## src/axi_ic_pkg.sv

```systemverilog
/* widths, index types and channel payload structs for the AXI4 write interconnect,
   imported by every module of the design */
`default_nettype none

package axi_ic_pkg;

    // --------------------
    // port counts
    localparam int NUM_MASTERS = 2;
    localparam int NUM_SLAVES  = 4;

    // bus widths
    localparam int ADDR_WIDTH = 32;
    localparam int DATA_WIDTH = 32;
    localparam int ID_WIDTH   = 4;
    localparam int STRB_WIDTH = DATA_WIDTH / 8;
    localparam int LEN_WIDTH  = 8;

    // slave select field, top bits of AWADDR
    localparam int SEL_LSB   = 30;
    localparam int SEL_WIDTH = $clog2(NUM_SLAVES);

    // one bit is enough for two masters
    localparam int MST_IDX_WIDTH = $clog2(NUM_MASTERS);

    // --------------------
    // plain vectors
    typedef logic [ADDR_WIDTH-1:0]    addr_t;
    typedef logic [DATA_WIDTH-1:0]    data_t;
    typedef logic [STRB_WIDTH-1:0]    strb_t;
    typedef logic [ID_WIDTH-1:0]      id_t;
    typedef logic [LEN_WIDTH-1:0]     len_t;
    typedef logic [1:0]               resp_t;
    typedef logic [MST_IDX_WIDTH-1:0] mst_idx_t;
    typedef logic [SEL_WIDTH-1:0]     slv_idx_t;

    // normal access success
    localparam resp_t RESP_OKAY = 2'b00;

    // --------------------
    // channel payloads, valid and ready travel beside them
    typedef struct packed {
        addr_t      addr;
        id_t        id;
        len_t       len;
        logic [2:0] size;
        logic [1:0] burst;
    } aw_chan_t;

    typedef struct packed {
        data_t data;
        strb_t strb;
        logic  last;
    } w_chan_t;

    typedef struct packed {
        id_t   id;
        resp_t resp;
    } b_chan_t;

    // --------------------
    // state machines
    typedef enum logic {
        ARB_IDLE,
        ARB_BUSY
    } arb_state_e;

    typedef enum logic [1:0] {
        ROUTE_IDLE,
        ROUTE_DATA,
        ROUTE_RESP
    } route_state_e;

endpackage

`default_nettype wire
```

## src/axi_master_mux_w.sv

```systemverilog
/* master-side multiplexer: puts the granted master's AW and W on the shared bus
   and returns ready signals and the B response to that master alone */
`default_nettype none

module axi_master_mux_w (
    input  logic                                               grant_valid,
    input  axi_ic_pkg::mst_idx_t                               grant_idx,

    // master side
    input  axi_ic_pkg::aw_chan_t [axi_ic_pkg::NUM_MASTERS-1:0] m_aw,
    input  logic                 [axi_ic_pkg::NUM_MASTERS-1:0] m_awvalid,
    output logic                 [axi_ic_pkg::NUM_MASTERS-1:0] m_awready,
    input  axi_ic_pkg::w_chan_t  [axi_ic_pkg::NUM_MASTERS-1:0] m_w,
    input  logic                 [axi_ic_pkg::NUM_MASTERS-1:0] m_wvalid,
    output logic                 [axi_ic_pkg::NUM_MASTERS-1:0] m_wready,
    output axi_ic_pkg::b_chan_t  [axi_ic_pkg::NUM_MASTERS-1:0] m_b,
    output logic                 [axi_ic_pkg::NUM_MASTERS-1:0] m_bvalid,
    input  logic                 [axi_ic_pkg::NUM_MASTERS-1:0] m_bready,

    // shared bus side
    output axi_ic_pkg::aw_chan_t                               bus_aw,
    output logic                                               bus_awvalid,
    input  logic                                               bus_awready,
    output axi_ic_pkg::w_chan_t                                bus_w,
    output logic                                               bus_wvalid,
    input  logic                                               bus_wready,
    input  axi_ic_pkg::b_chan_t                                bus_b,
    input  logic                                               bus_bvalid,
    output logic                                               bus_bready
);

    import axi_ic_pkg::*;

    // --------------------
    // forward path, master to bus
    always_comb begin
        // payloads follow the index even without a grant
        bus_aw = m_aw[grant_idx];
        bus_w  = m_w[grant_idx];

        // valids and BREADY only count under a grant
        bus_awvalid = grant_valid & m_awvalid[grant_idx];
        bus_wvalid  = grant_valid & m_wvalid[grant_idx];
        bus_bready  = grant_valid & m_bready[grant_idx];
    end

    // --------------------
    // return path, bus to the granted master only
    always_comb begin
        // everyone sees zeros by default
        m_awready = '0;
        m_wready  = '0;
        m_bvalid  = '0;
        for (int m = 0; m < NUM_MASTERS; m++) begin
            m_b[m] = '0;
        end

        if (grant_valid) begin
            m_awready[grant_idx] = bus_awready;
            m_wready[grant_idx]  = bus_wready;
            m_bvalid[grant_idx]  = bus_bvalid;
            m_b[grant_idx]       = bus_b;
        end
    end

endmodule

`default_nettype wire

```

## config.mk

```make
export PLATFORM = sky130hd
export DESIGN_NAME = axi_master_mux_w
export DESIGN_NICKNAME = d
export VERILOG_FILES = /design/src/axi_ic_pkg.sv /design/src/axi_master_mux_w.sv
export SDC_FILE = /design/constraint.sdc
export NUM_CORES = 1
export LEC_CHECK = 0
export BUFFER_PORTS_ARGS = -buffer_cell sky130_fd_sc_hd__buf_2
export CAP_MARGIN = 20
export CORE_AREA = 2 2 114 116
export DETAILED_ROUTE_END_ITERATION = 8
export DIE_AREA = 0 0 116 118
export RECOVER_POWER = 25
export SLEW_MARGIN = 20
export SYNTH_ARGS = -nofsm -noshare
export SYNTH_HDL_FRONTEND = slang
export SYNTH_SLANG_ARGS = --single-unit
```

## constraint.sdc

```tcl
create_clock -name vclk -period 1.9
set_clock_uncertainty 0.05 [all_clocks]
set_input_delay 0.19 -clock vclk [all_inputs]
set_output_delay 0.19 -clock vclk [all_outputs]
set_load 0.005 [all_outputs]
```

==> Word-level counts from Yosys, hierarchy flattened <==
Index checks and enable logic that the tools add are counted.
{ "classes": {"n_shift": 0, "order_cmp": 2, "reduce_logical": 1, "bitwise": 7, "n_eq_ne": 0, "n_div": 0, "add_sub_neg": 0, "n_mul": 0, "muxes": 18} }
{ "op_table": {"columns": ["cell", "count"], "rows": [
  ["49-bit 2-to-1 mux", 2],
  ["37-bit 2-to-1 mux", 2],
  ["12-bit AND", 1],
  ["12-bit 2-to-1 mux", 1],
  ["1-bit 2-to-1 mux", 7],
  ["2-bit AND", 3],
  ["6-bit demux with 1-bit select", 1],
  ["2-bit 2-to-1 mux", 3],
  ["6-bit 2-to-1 mux", 1],
  ["1-bit AND", 3],
  ["1-bit by 2-bit < comparator with 1-bit output (second input constant)", 1],
  ["1-bit demux with 1-bit select", 1],
  ["1-bit >= comparator (second input constant)", 1],
  ["1-bit logical AND", 1]
]} }
{ "totals": {"out_inout_bits": 107, "word_cells": 28, "inputBits": 189, "mem_count": 0, "ram_bits": 0, "mem_bits_ro": 0, "register_bits": 0, "latchBits": 0} }

==> Longest topological paths before layout <==
{ "depth": {"ltp_word": 6, "mapped_depth": 4} }

==> Worst setup path before layout <==
Ideal clock, no wire load.
{ "synth_path": {"path_kind": "input-to-output", "startpoint": "input grant_idx", "endpoint": "output bus_w[25] in the netlist's numbering", "path_buffers": 3, "t_arrival_ns": 0.896, "required_time_ns": 1.660, "setup_slack_ns": 0.764, "stages": 4, "cell_sequence": "buf_6 buf_6 buf_6 mux2_4"} }
{ "synth_rtl": {"columns": ["element", "line_no", "source"], "rows": [
  ["start, declared", "axi_master_mux_w.sv:7", "input axi_ic_pkg::mst_idx_t grant_idx,"],
  ["end, declared", "axi_master_mux_w.sv:24", "output axi_ic_pkg::w_chan_t bus_w,"]
]} }

==> results.cfg <==
[critical_path]
crit_chain = clkbuf_1 -> buf_12 -> mux2_2 -> buf_2
cp_top_family = buffers and inverters
slowest_delay_ns = 0.40
path_max_fanout = 52
worstPathBufferInverterCount = 3
end_kind = primary output
crit_type = in2out
worstPathRequired_ns = 1.66
arrival_ns = 1.28
cp-start-kind = input pin
cpMaxStageDelayCell = mux2_2

[drt]
via_per_inst = 3.62
avgRoutedWirePerCell_um = 12.1
first_pass_iters = 4
drt_iter0_markers = 25
route.detailed.drc = 0
via_count = 2106
drt_wl_total_mm = 7.05
ant_nets = 0

[timing]
maxSlewViolCount = 0
rsz0062_at_grt = no
fmax_ghz = 0.657
fin_crit_ns = 1.52
hold_viol_final = 0
relSlewSlack = 0.777
tightest_slew_ns = 0.333
finalCritPeriodShare = 0.802
setup_violations = 0
setup-tns-final_ns = 0
holdWs_ns = 0.612

[die]
coreArea_um2 = 12400
die-area_um2 = 13700
die_h_um = 118
start_util = 0.101
std_cell_rows = 41
design.portCount = 296
die_w_um = 116

[grt]
overflow = 0
antenna_found_initial = 1
grt_pass1_vias = 1985
grt_pass1_wl_mm = 9.41
grt_use_total = 0.0857
grt_max_degree = 53

[pwr]
internal-power_uw = 393
switching_share = 0.364
seqPwrFrac = 0
worst_ir_drop_vdd_v = 0.000111
power_switching_uw = 225
p_leak_uw = 0.00166
power.density_nw_per_um2 = 213
p_comb_frac = 1.000
clkPwrFrac = 0

[final_layout]
nFlopsAndLatches = 0
final_cell_area_um2 = 2900
seqCellArea_um2 = 0
area_delta_synth_final_pct = 132
clock_buffers = 0
layout.nets = 600
num-fill-cells = 1424
drive_gt1_frac = 0.919

[clocking]
cts_resized = 0
cts_setup_buffers = 0
hold_buffers = 0

[synth]
synth_top_area_share = 0.683
synth.most_common_cell = mux2_2
yosys-top-cells-area = mux2_2 (68%), mux2_4 (12%), and2_1 (4.5%), and3_1 (4.5%), buf_2 (2.8%)
syn_nets = 312
syn_avg_cell_area_um2 = 10.2
syn_inst = 123
netlist_top_cells_count = mux2_2 (76), mux2_4 (10), and2_1 (9), and3_1 (9), buf_2 (7)
seq_area_frac_synth = 0
yosysTopAreaCell = mux2_2
synth_warnings = 0
synth_cell_types = 10
synth_area_um2 = 1250

[placed_design]
place_area_um2 = 2920
hpwlAfterDp_mm = 6.43
port_buffers = 296
gp_routability_congestion = 0.769

[job]
max_cap_violations = 0

[min_path]
hold_path.class = in2out

[outcome]
status = finished, final reports clean
per-layer routing:
metal | share of wire | track usage | up-vias
li1 | - | - | 1031
met1 | 0.34 | 0.0812 | 905
met2 | 0.54 | 0.192 | 168
met3 | 0.12 | 0.0129 | 2
met4 | 0.0020 | 0.00223 | 0
met5 | 0 | 0 | -
worst paths after layout:
kind	slack [ns]	start	depth (start not counted)	endpoint
hold / removal	0.61	bus_awready	3	m_awready[0]
setup / recovery	0.38	grant_idx	4	bus_w[3]
placed cells by master (no fill, tap or decap), drive strengths merged:
master	n
and2	9
and3	9
buf	289
clkbuf	9
diode	1
mux2	86
mux2i	3
nor2b	4
power by group through the flow:
stage	sequential [µW]	combinational (µW)	clock, µW
final	0	618	0.0000704
after global routing	0	674	0
after CTS	0	633	0
after detailed placement	0	630	0
after global placement	0	624	0
after floorplan	0	263	0
cell type report:
class	count	area, µm²	share of cell area
Multi-Input combinational cell	111	1180	0.405
Antenna cell	1	2.50	0.000862
Tap cell	172	215	0.0741
Timing Repair Buffer	298	1510	0.520
cell families after synthesis:
family | count (synthesis) | synth area share
mux | 89 | 0.827
simple gates | 22 | 0.112
buf+inv | 12 | 0.0609
tightest hold or removal path, cell delays in order:
cell and delay, ns:
buf_2 0.08, and2_1 0.10, buf_2 0.10
stage by stage:
stage | setup WS [ns] | utilization | total power, µW | cells
after floorplan | 0.764 | - | 263 | 123
after global placement | 0.520 | 0.235 | 624 | 581
after detailed placement | 0.515 | 0.235 | 630 | 581
after CTS | 0.516 | 0.235 | 633 | 581
after global routing | 0.319 | 0.234 | 674 | 581
final | 0.377 | 0.234 | 618 | 582
(Power assumes the default switching activity.)
