[src/axi_ic_pkg.sv]
/* widths, index types and channel payload structs for the AXI4 write interconnect,
   imported by every module of the design */
`default_nettype none

package axi_ic_pkg;

    // --------------------
    // port counts
    localparam int NUM_MASTERS = 2;
    localparam int NUM_SLAVES  = 4;

    // bus widths
    localparam int ADDR_WIDTH = 32;
    localparam int DATA_WIDTH = 32;
    localparam int ID_WIDTH   = 4;
    localparam int STRB_WIDTH = DATA_WIDTH / 8;
    localparam int LEN_WIDTH  = 8;

    // slave select field, top bits of AWADDR
    localparam int SEL_LSB   = 30;
    localparam int SEL_WIDTH = $clog2(NUM_SLAVES);

    // one bit is enough for two masters
    localparam int MST_IDX_WIDTH = $clog2(NUM_MASTERS);

    // --------------------
    // plain vectors
    typedef logic [ADDR_WIDTH-1:0]    addr_t;
    typedef logic [DATA_WIDTH-1:0]    data_t;
    typedef logic [STRB_WIDTH-1:0]    strb_t;
    typedef logic [ID_WIDTH-1:0]      id_t;
    typedef logic [LEN_WIDTH-1:0]     len_t;
    typedef logic [1:0]               resp_t;
    typedef logic [MST_IDX_WIDTH-1:0] mst_idx_t;
    typedef logic [SEL_WIDTH-1:0]     slv_idx_t;

    // normal access success
    localparam resp_t RESP_OKAY = 2'b00;

    // --------------------
    // channel payloads, valid and ready travel beside them
    typedef struct packed {
        addr_t      addr;
        id_t        id;
        len_t       len;
        logic [2:0] size;
        logic [1:0] burst;
    } aw_chan_t;

    typedef struct packed {
        data_t data;
        strb_t strb;
        logic  last;
    } w_chan_t;

    typedef struct packed {
        id_t   id;
        resp_t resp;
    } b_chan_t;

    // --------------------
    // state machines
    typedef enum logic {
        ARB_IDLE,
        ARB_BUSY
    } arb_state_e;

    typedef enum logic [1:0] {
        ROUTE_IDLE,
        ROUTE_DATA,
        ROUTE_RESP
    } route_state_e;

endpackage

`default_nettype wire
[src/axi_slave_mux_w.sv]
/* slave-side multiplexer: decodes the slave from the top AWADDR bits, keeps the
   address at the AW handshake and steers W and B to that slave until the response */
`default_nettype none

module axi_slave_mux_w (
    input  logic                                              ACLK,
    input  logic                                              ARESETn,

    // shared bus side
    input  axi_ic_pkg::aw_chan_t                              bus_aw,
    input  logic                                              bus_awvalid,
    output logic                                              bus_awready,
    input  axi_ic_pkg::w_chan_t                               bus_w,
    input  logic                                              bus_wvalid,
    output logic                                              bus_wready,
    output axi_ic_pkg::b_chan_t                               bus_b,
    output logic                                              bus_bvalid,
    input  logic                                              bus_bready,

    // slave side
    output axi_ic_pkg::aw_chan_t [axi_ic_pkg::NUM_SLAVES-1:0] s_aw,
    output logic                 [axi_ic_pkg::NUM_SLAVES-1:0] s_awvalid,
    input  logic                 [axi_ic_pkg::NUM_SLAVES-1:0] s_awready,
    output axi_ic_pkg::w_chan_t  [axi_ic_pkg::NUM_SLAVES-1:0] s_w,
    output logic                 [axi_ic_pkg::NUM_SLAVES-1:0] s_wvalid,
    input  logic                 [axi_ic_pkg::NUM_SLAVES-1:0] s_wready,
    input  axi_ic_pkg::b_chan_t  [axi_ic_pkg::NUM_SLAVES-1:0] s_b,
    input  logic                 [axi_ic_pkg::NUM_SLAVES-1:0] s_bvalid,
    output logic                 [axi_ic_pkg::NUM_SLAVES-1:0] s_bready
);

    import axi_ic_pkg::*;

    route_state_e state_q;
    // address captured at the AW handshake
    addr_t        awaddr_q;
    slv_idx_t     aw_sel;
    slv_idx_t     cur_sel;
    logic         aw_done;
    logic         w_last_done;
    logic         b_done;

    // live decode for AW, stored decode for W and B
    assign aw_sel  = bus_aw.addr[SEL_LSB +: SEL_WIDTH];
    assign cur_sel = awaddr_q[SEL_LSB +: SEL_WIDTH];

    assign aw_done     = bus_awvalid & bus_awready;
    assign w_last_done = bus_wvalid & bus_wready & bus_w.last;
    assign b_done      = bus_bvalid & bus_bready;

    // --------------------
    // route state and address register
    always_ff @(posedge ACLK or negedge ARESETn) begin
        if (!ARESETn) begin
            state_q  <= ROUTE_IDLE;
            awaddr_q <= '0;
        end else begin
            case (state_q)
                ROUTE_IDLE: begin
                    if (aw_done) begin
                        awaddr_q <= bus_aw.addr;
                        state_q  <= ROUTE_DATA;
                    end
                end
                // stays here across all beats of a burst
                ROUTE_DATA: if (w_last_done) state_q <= ROUTE_RESP;
                ROUTE_RESP: if (b_done) state_q <= ROUTE_IDLE;
                default:    state_q <= ROUTE_IDLE;
            endcase
        end
    end

    // --------------------
    // steering of valid, ready and response
    always_comb begin
        s_awvalid   = '0;
        s_wvalid    = '0;
        s_bready    = '0;
        bus_awready = 1'b0;
        bus_wready  = 1'b0;
        bus_bvalid  = 1'b0;
        bus_b       = '0;

        // payloads go to every slave, valid picks the one
        for (int s = 0; s < NUM_SLAVES; s++) begin
            s_aw[s] = bus_aw;
            s_w[s]  = bus_w;
        end

        case (state_q)
            ROUTE_IDLE: begin
                s_awvalid[aw_sel] = bus_awvalid;
                bus_awready       = s_awready[aw_sel];
            end
            ROUTE_DATA: begin
                s_wvalid[cur_sel] = bus_wvalid;
                bus_wready        = s_wready[cur_sel];
            end
            ROUTE_RESP: begin
                s_bready[cur_sel] = bus_bready;
                bus_bvalid        = s_bvalid[cur_sel];
                bus_b             = s_b[cur_sel];
            end
            default: ;
        endcase
    end

    // --------------------
    // W beats never show up before their AW or after WLAST
    a_wvalid_in_data: assert property (@(posedge ACLK) disable iff (!ARESETn)
        bus_wvalid |-> (state_q == ROUTE_DATA))
        else $error("W offered outside the data phase");

    // an unaccepted address stays on the one slave it was decoded for
    a_awvalid_held: assert property (@(posedge ACLK) disable iff (!ARESETn)
        (|s_awvalid) && !(|(s_awvalid & s_awready)) |=> $stable(s_awvalid))
        else $error("AWVALID moved or dropped before the slave accepted it");

endmodule

`default_nettype wire

[config.mk]
export PLATFORM = sky130hd
export DESIGN_NAME = axi_slave_mux_w
export DESIGN_NICKNAME = d
export VERILOG_FILES = /design/src/axi_ic_pkg.sv /design/src/axi_slave_mux_w.sv
export SDC_FILE = /design/constraint.sdc
export NUM_CORES = 1
export LEC_CHECK = 0
export BUFFER_PORTS_ARGS = -buffer_cell sky130_fd_sc_hd__buf_2
export CAP_MARGIN = 20
export CORE_AREA = 10 10 185 187
export DETAILED_ROUTE_END_ITERATION = 16
export DIE_AREA = 0 0 195 197
export SKIP_CTS_REPAIR_TIMING = 1
export SYNTH_ARGS = -nofsm -noshare
export SYNTH_HDL_FRONTEND = slang
export SYNTH_SLANG_ARGS = --single-unit
[constraint.sdc]
create_clock -name ACLK -period 1.5 [get_ports ACLK]
set_clock_uncertainty 0.05 [all_clocks]
set_input_delay 0.15 -clock ACLK [delete_from_list [all_inputs] [get_ports ACLK]]
set_output_delay 0.15 -clock ACLK [all_outputs]
set_load 0.01 [all_outputs]
* Yosys cells after proc, flatten, opt, wreduce, memory -nomap -nowiden
Index checks and enable logic that the tools add are counted.
Operators by class: magnitude comparators 4, equality and inequality tests 5, multiplexer cells 23, bitwise operators 7, reduce and logical (&&, ||, !) cells 5
Operator list (count):
- $and A4 B4 Y4 | 3
- $bmux W6 S2 | 1
- $mux W4 | 3
- $mux W6 | 2
- $mux W1 | 8
- $bmux W1 S2 | 3
- $lt A2 B3 Y1 const B | 2
- $mux W2 | 3
- $ne A2 B2 Y1 const B | 3
- $pmux W2 S3 | 1
- $and A1 B1 Y1 | 4
- $demux W1 S2 | 2
- $ge A2 B1 Y1 const B | 2
- $reduce_and A3 Y1 | 1
- $eq A2 B1 Y1 const B | 1
- $eq A2 B2 Y1 const B | 1
- $logic_and A1 B1 Y1 | 2
- $logic_not A2 Y1 | 1
- $reduce_and A2 Y1 | 1
Word-level totals: bits in registers 34, output and inout port bits 365, word-level logic and storage cells 46

* Depth between registers and ports, before layout
depth in word-level cells 7, mapped depth 4

* Least setup slack after synthesis
Ideal clock, no wire load.
path kind reg2out, start reg awaddr_q[30], end out bus_b[1] (netlist name), arrival 1.307 ns, required time 1.300 ns, slack -0.007 ns, stages on the path, launching flop included 5, path buffers 2, cells stage by stage dfrtp_1 > buf_6 > buf_2 > mux4_2 > nor2b_1
RTL lines:
- start, declared | line axi_slave_mux_w.sv:36 | addr_t awaddr_q;
- start signal, assigned | line axi_slave_mux_w.sv:61 | awaddr_q <= bus_aw.addr;
- end, declared | line axi_slave_mux_w.sv:16 | output axi_ic_pkg::b_chan_t bus_b,

==> flow_summary_export.csv <==
group,metric,value,unit
synth,synth_area,0.003146,mm^2
global_routing,grtUsageTotal,3.083,%
placement,io_buffer_count,76,
floorplan,chipHeight,197,um
route,post-route-drc-count,0,
floorplan,start_util,10.34,%
route,dr.pass1.iters,3,
setup_path,slowest_stage,"mux4_2",
setup_path,critPathLaunchType,"flop",
global_routing,antenna_found_initial,0,
power_and_ir_drop,cellInternalPower,1.179,mW
setup_path,crit_chain,"buf_12, mux4_2, nor2b_1, buf_2",
setup_path,path_class,"flop to primary output",
timing,slew_violations,0,
timing,relSlewSlack,65.38,%
timing,final-setup-viol-count,8,
setup_path,critPathArrivalTime,1600,ps
timing,period_minus_slack,1801,ps
route,routedWlPerCell,12.60,um
global_routing,overflow,0,
power_and_ir_drop,clockPowerShare,23.1,%
synth,ys_types,23,
floorplan,die_w,195,um
setup_path,critPathMaxFanout,6,
synth,synth_top_area_share,82.10,%
global_routing,grt_max_degree,10,
route,ant_nets,0,
placement,placed_cells,534,
status,violations,"negative setup slack",
clock_tree,clkLatencyLatePin,220,ps
clock_tree,cts_tree,"yes",
floorplan,dieArea,0.03842,mm^2
route,avgViaCountPerCell,2.056,
setup_path,slowest_delay,480,ps
clock_tree,cts.sinks,4,
status,outcome,"finished, violations left",
route,drt_iter0_drc,32,
synth,syn_inst,400,
power_and_ir_drop,combPwrFrac,63.5,%
global_routing,grt_pass1_wl,9190,um
floorplan,io_pins,492,
route,num_vias,1110,
synth,synth_area_leaders,"buf_4, mux4_2, dfrtp_1, mux4_1, nor2b_1",
timing,tightest_slew,519.3,ps
placement,dpl.hpwl,5750,um
placement,post_dp_cell_area,0.001499,mm^2
placement,gp_congestion,0.7061,
flow_run,drv_cap,0,
final_layout,n_fill_cell,3606,
power_and_ir_drop,ir_drop,0.3486,mV
timing,finalCritPeriodShare,120.0,%
synth,yosys_warnings,0,
final_layout,drive_above_1_share,78.47,%
final_layout,diodes,0,
power_and_ir_drop,power_density,1061,mW/mm^2
power_and_ir_drop,switchingPower,0.6205,mW
final_layout,fin_cells,540,
global_routing,grt_pass1_vias,1363,
route,routed_wl,6806,um
clock_tree,cts_made_buffers,3,
timing,finalWorstSetupSlack,-300.5,ps
timing,rsz0062_at_grt,"true",
setup_path,worstPathRequired,1300,ps
final_layout,syn_to_final_growth,-46.06,%
clock_tree,cts.path.max_buffers,2,
final_layout,nNetsFinal,273,
floorplan,core,0.03043,mm^2
final_layout,final_area,0.001697,mm^2
power_and_ir_drop,p_leak,0.6522,nW
worst_hold_path,hold_path.class,"input pin to flop",
clock_tree,clk_pin_slew,30,ps
clock_tree,cts-root-buf,"clkbuf_16",
synth,ys_seq_elements,4,
synth,yosys.area.top_type,"buf_4",
setup_path,crit_path_end_kind,"primary output",
timing,hold_viol_final,0,
synth,seq_area_frac_synth,3.182,%
synth,avgSynthCellArea,7.864,um^2
timing,max_freq,0.5554,GHz
synth,synth_fp_nets,527,
floorplan,num_rows,64,
power_and_ir_drop,switching_share,34.48,%
clock_tree,htree_levels,1,
power_and_ir_drop,p_seq_share,13.4,%
==> cells by family (layout without fill, tap and decap cells) <==
logic type	count (synthesis)	count (layout)	synth area share, %
mux	11	11	7.478
simple gates	33	33	5.450
flops	4	4	3.182
compound gates	4	4	1.034
buf+inv	348	92	82.86
==> state kept, by name (all words and copies together), names as in the netlist <==
signal	flops
state_q	2
awaddr_q	2
==> cell usage after synthesis <==
master	number
a21bo_2	1
a21oi_1	1
a31o_1	1
and2_1	1
and2_4	1
buf_2	1
buf_4	344
buf_6	1
clkbuf_1	1
dfrtp_1	4
inv_1	1
mux2_2	1
mux2i_1	1
mux4_1	3
mux4_2	6
nand2_1	3
nand2b_1	3
nand3_1	3
nand3b_1	1
nor2_1	9
nor2b_1	8
nor3_1	4
o2bb2ai_1	1
==> final timing paths <==
path / from / endpoint / slack [ps] / depth (start not counted)
hold / removal: bus_wvalid / state_q[1] / 160 / 2
setup / recovery: awaddr_q[30] / bus_b[4] / -300 / 4
hold reg to reg: awaddr_q[31] / awaddr_q[31] / 700 / 2
setup reg to reg: awaddr_q[30] / state_q[1] / 10 / 3
max in group asynchronous: ARESETn / awaddr_q[30] / 1030 / 2
min in group asynchronous: ARESETn / state_q[1] / 230 / 2
==> power by group through the flow <==
stage / registers [mW] / logic [mW] / clock network, mW
global route: 0.257 / 1.24 / 0.432
global placement: 0.230 / 0.979 / 0
CTS: 0.235 / 1.00 / 0.425
floorplan: 0.191 / 1.56 / 0
detailed placement: 0.236 / 0.996 / 0
finish: 0.241 / 1.14 / 0.416
==> worst max-delay path: cells and delay by family, from the launching register on <==
kind                   cells  cell delay (ps)
buffers and inverters      2              300
flip-flops                 1              460
AND/OR/NAND/NOR            1              140
multiplexers               1              480
==> layer usage <==
layer | vias up | share of wire [%] | wire length (um) | track usage, %
met5 | - | 0.81 | 55 | 1.019
met4 | 2 | 14 | 930 | 4.836
met3 | 102 | 26 | 1744 | 3.683
met2 | 178 | 38 | 2582 | 3.668
met1 | 438 | 22 | 1494 | 1.814
li1 | 390 | - | - | -
==> through the flow <==
step / setup WS [ps] / hold slack (ps) / TNS [ps] / power [mW] / utilization, %
global route: -355.1 / 185.9 / -2730 / 1.928 / 5.576
CTS: -420.8 / -320.1 / -3489 / 1.664 / 5.173
detailed placement: -180.2 / -84.22 / -1302 / 1.232 / 4.926
global placement: -128.5 / -85.37 / -938.2 / 1.209 / 4.926
floorplan: 23.64 / -195.6 / 0 / 1.752 / -
finish: -300.5 / 163.6 / -2154 / 1.800 / 5.576
==> layout by cell type, fill, tap and decap left out <==
| cell type | n |
|---|---|
| nand3b_1 | 1 |
| buf_4 | 9 |
| buf_6 | 5 |
| nor2_2 | 2 |
| nor2b_1 | 4 |
| mux2_2 | 1 |
| mux4_1 | 3 |
| nor2_1 | 7 |
| dfrtp_2 | 1 |
| a21bo_2 | 1 |
| dlygate4sd3_1 | 1 |
| inv_1 | 1 |
| nor2b_4 | 3 |
| and2_4 | 1 |
| nor3_2 | 3 |
| nand3_2 | 1 |
| nand3_1 | 1 |
| nand2_2 | 2 |
| o2bb2ai_1 | 1 |
| a31o_1 | 1 |
| mux4_2 | 6 |
| nand2b_1 | 3 |
| nor2b_2 | 1 |
| clkbuf_16 | 3 |
| nor3_1 | 1 |
| and2_1 | 1 |
| nand3_4 | 1 |
| buf_12 | 1 |
| mux2i_1 | 1 |
| buf_2 | 72 |
| nand2_1 | 1 |
| dfrtp_1 | 3 |
| a21oi_1 | 1 |
==> final cells by class <==
type	instances	area [um^2]	share of cell area (%)
multi-input combinational	48	506.7	29.87
inverter	1	3.754	0.2212
sequential	4	101.3	5.973
timing repair buffer	88	514.2	30.31
tap	396	495.5	29.20
clock buffer	3	75.07	4.425
Power figures use the tool's default switching activity.
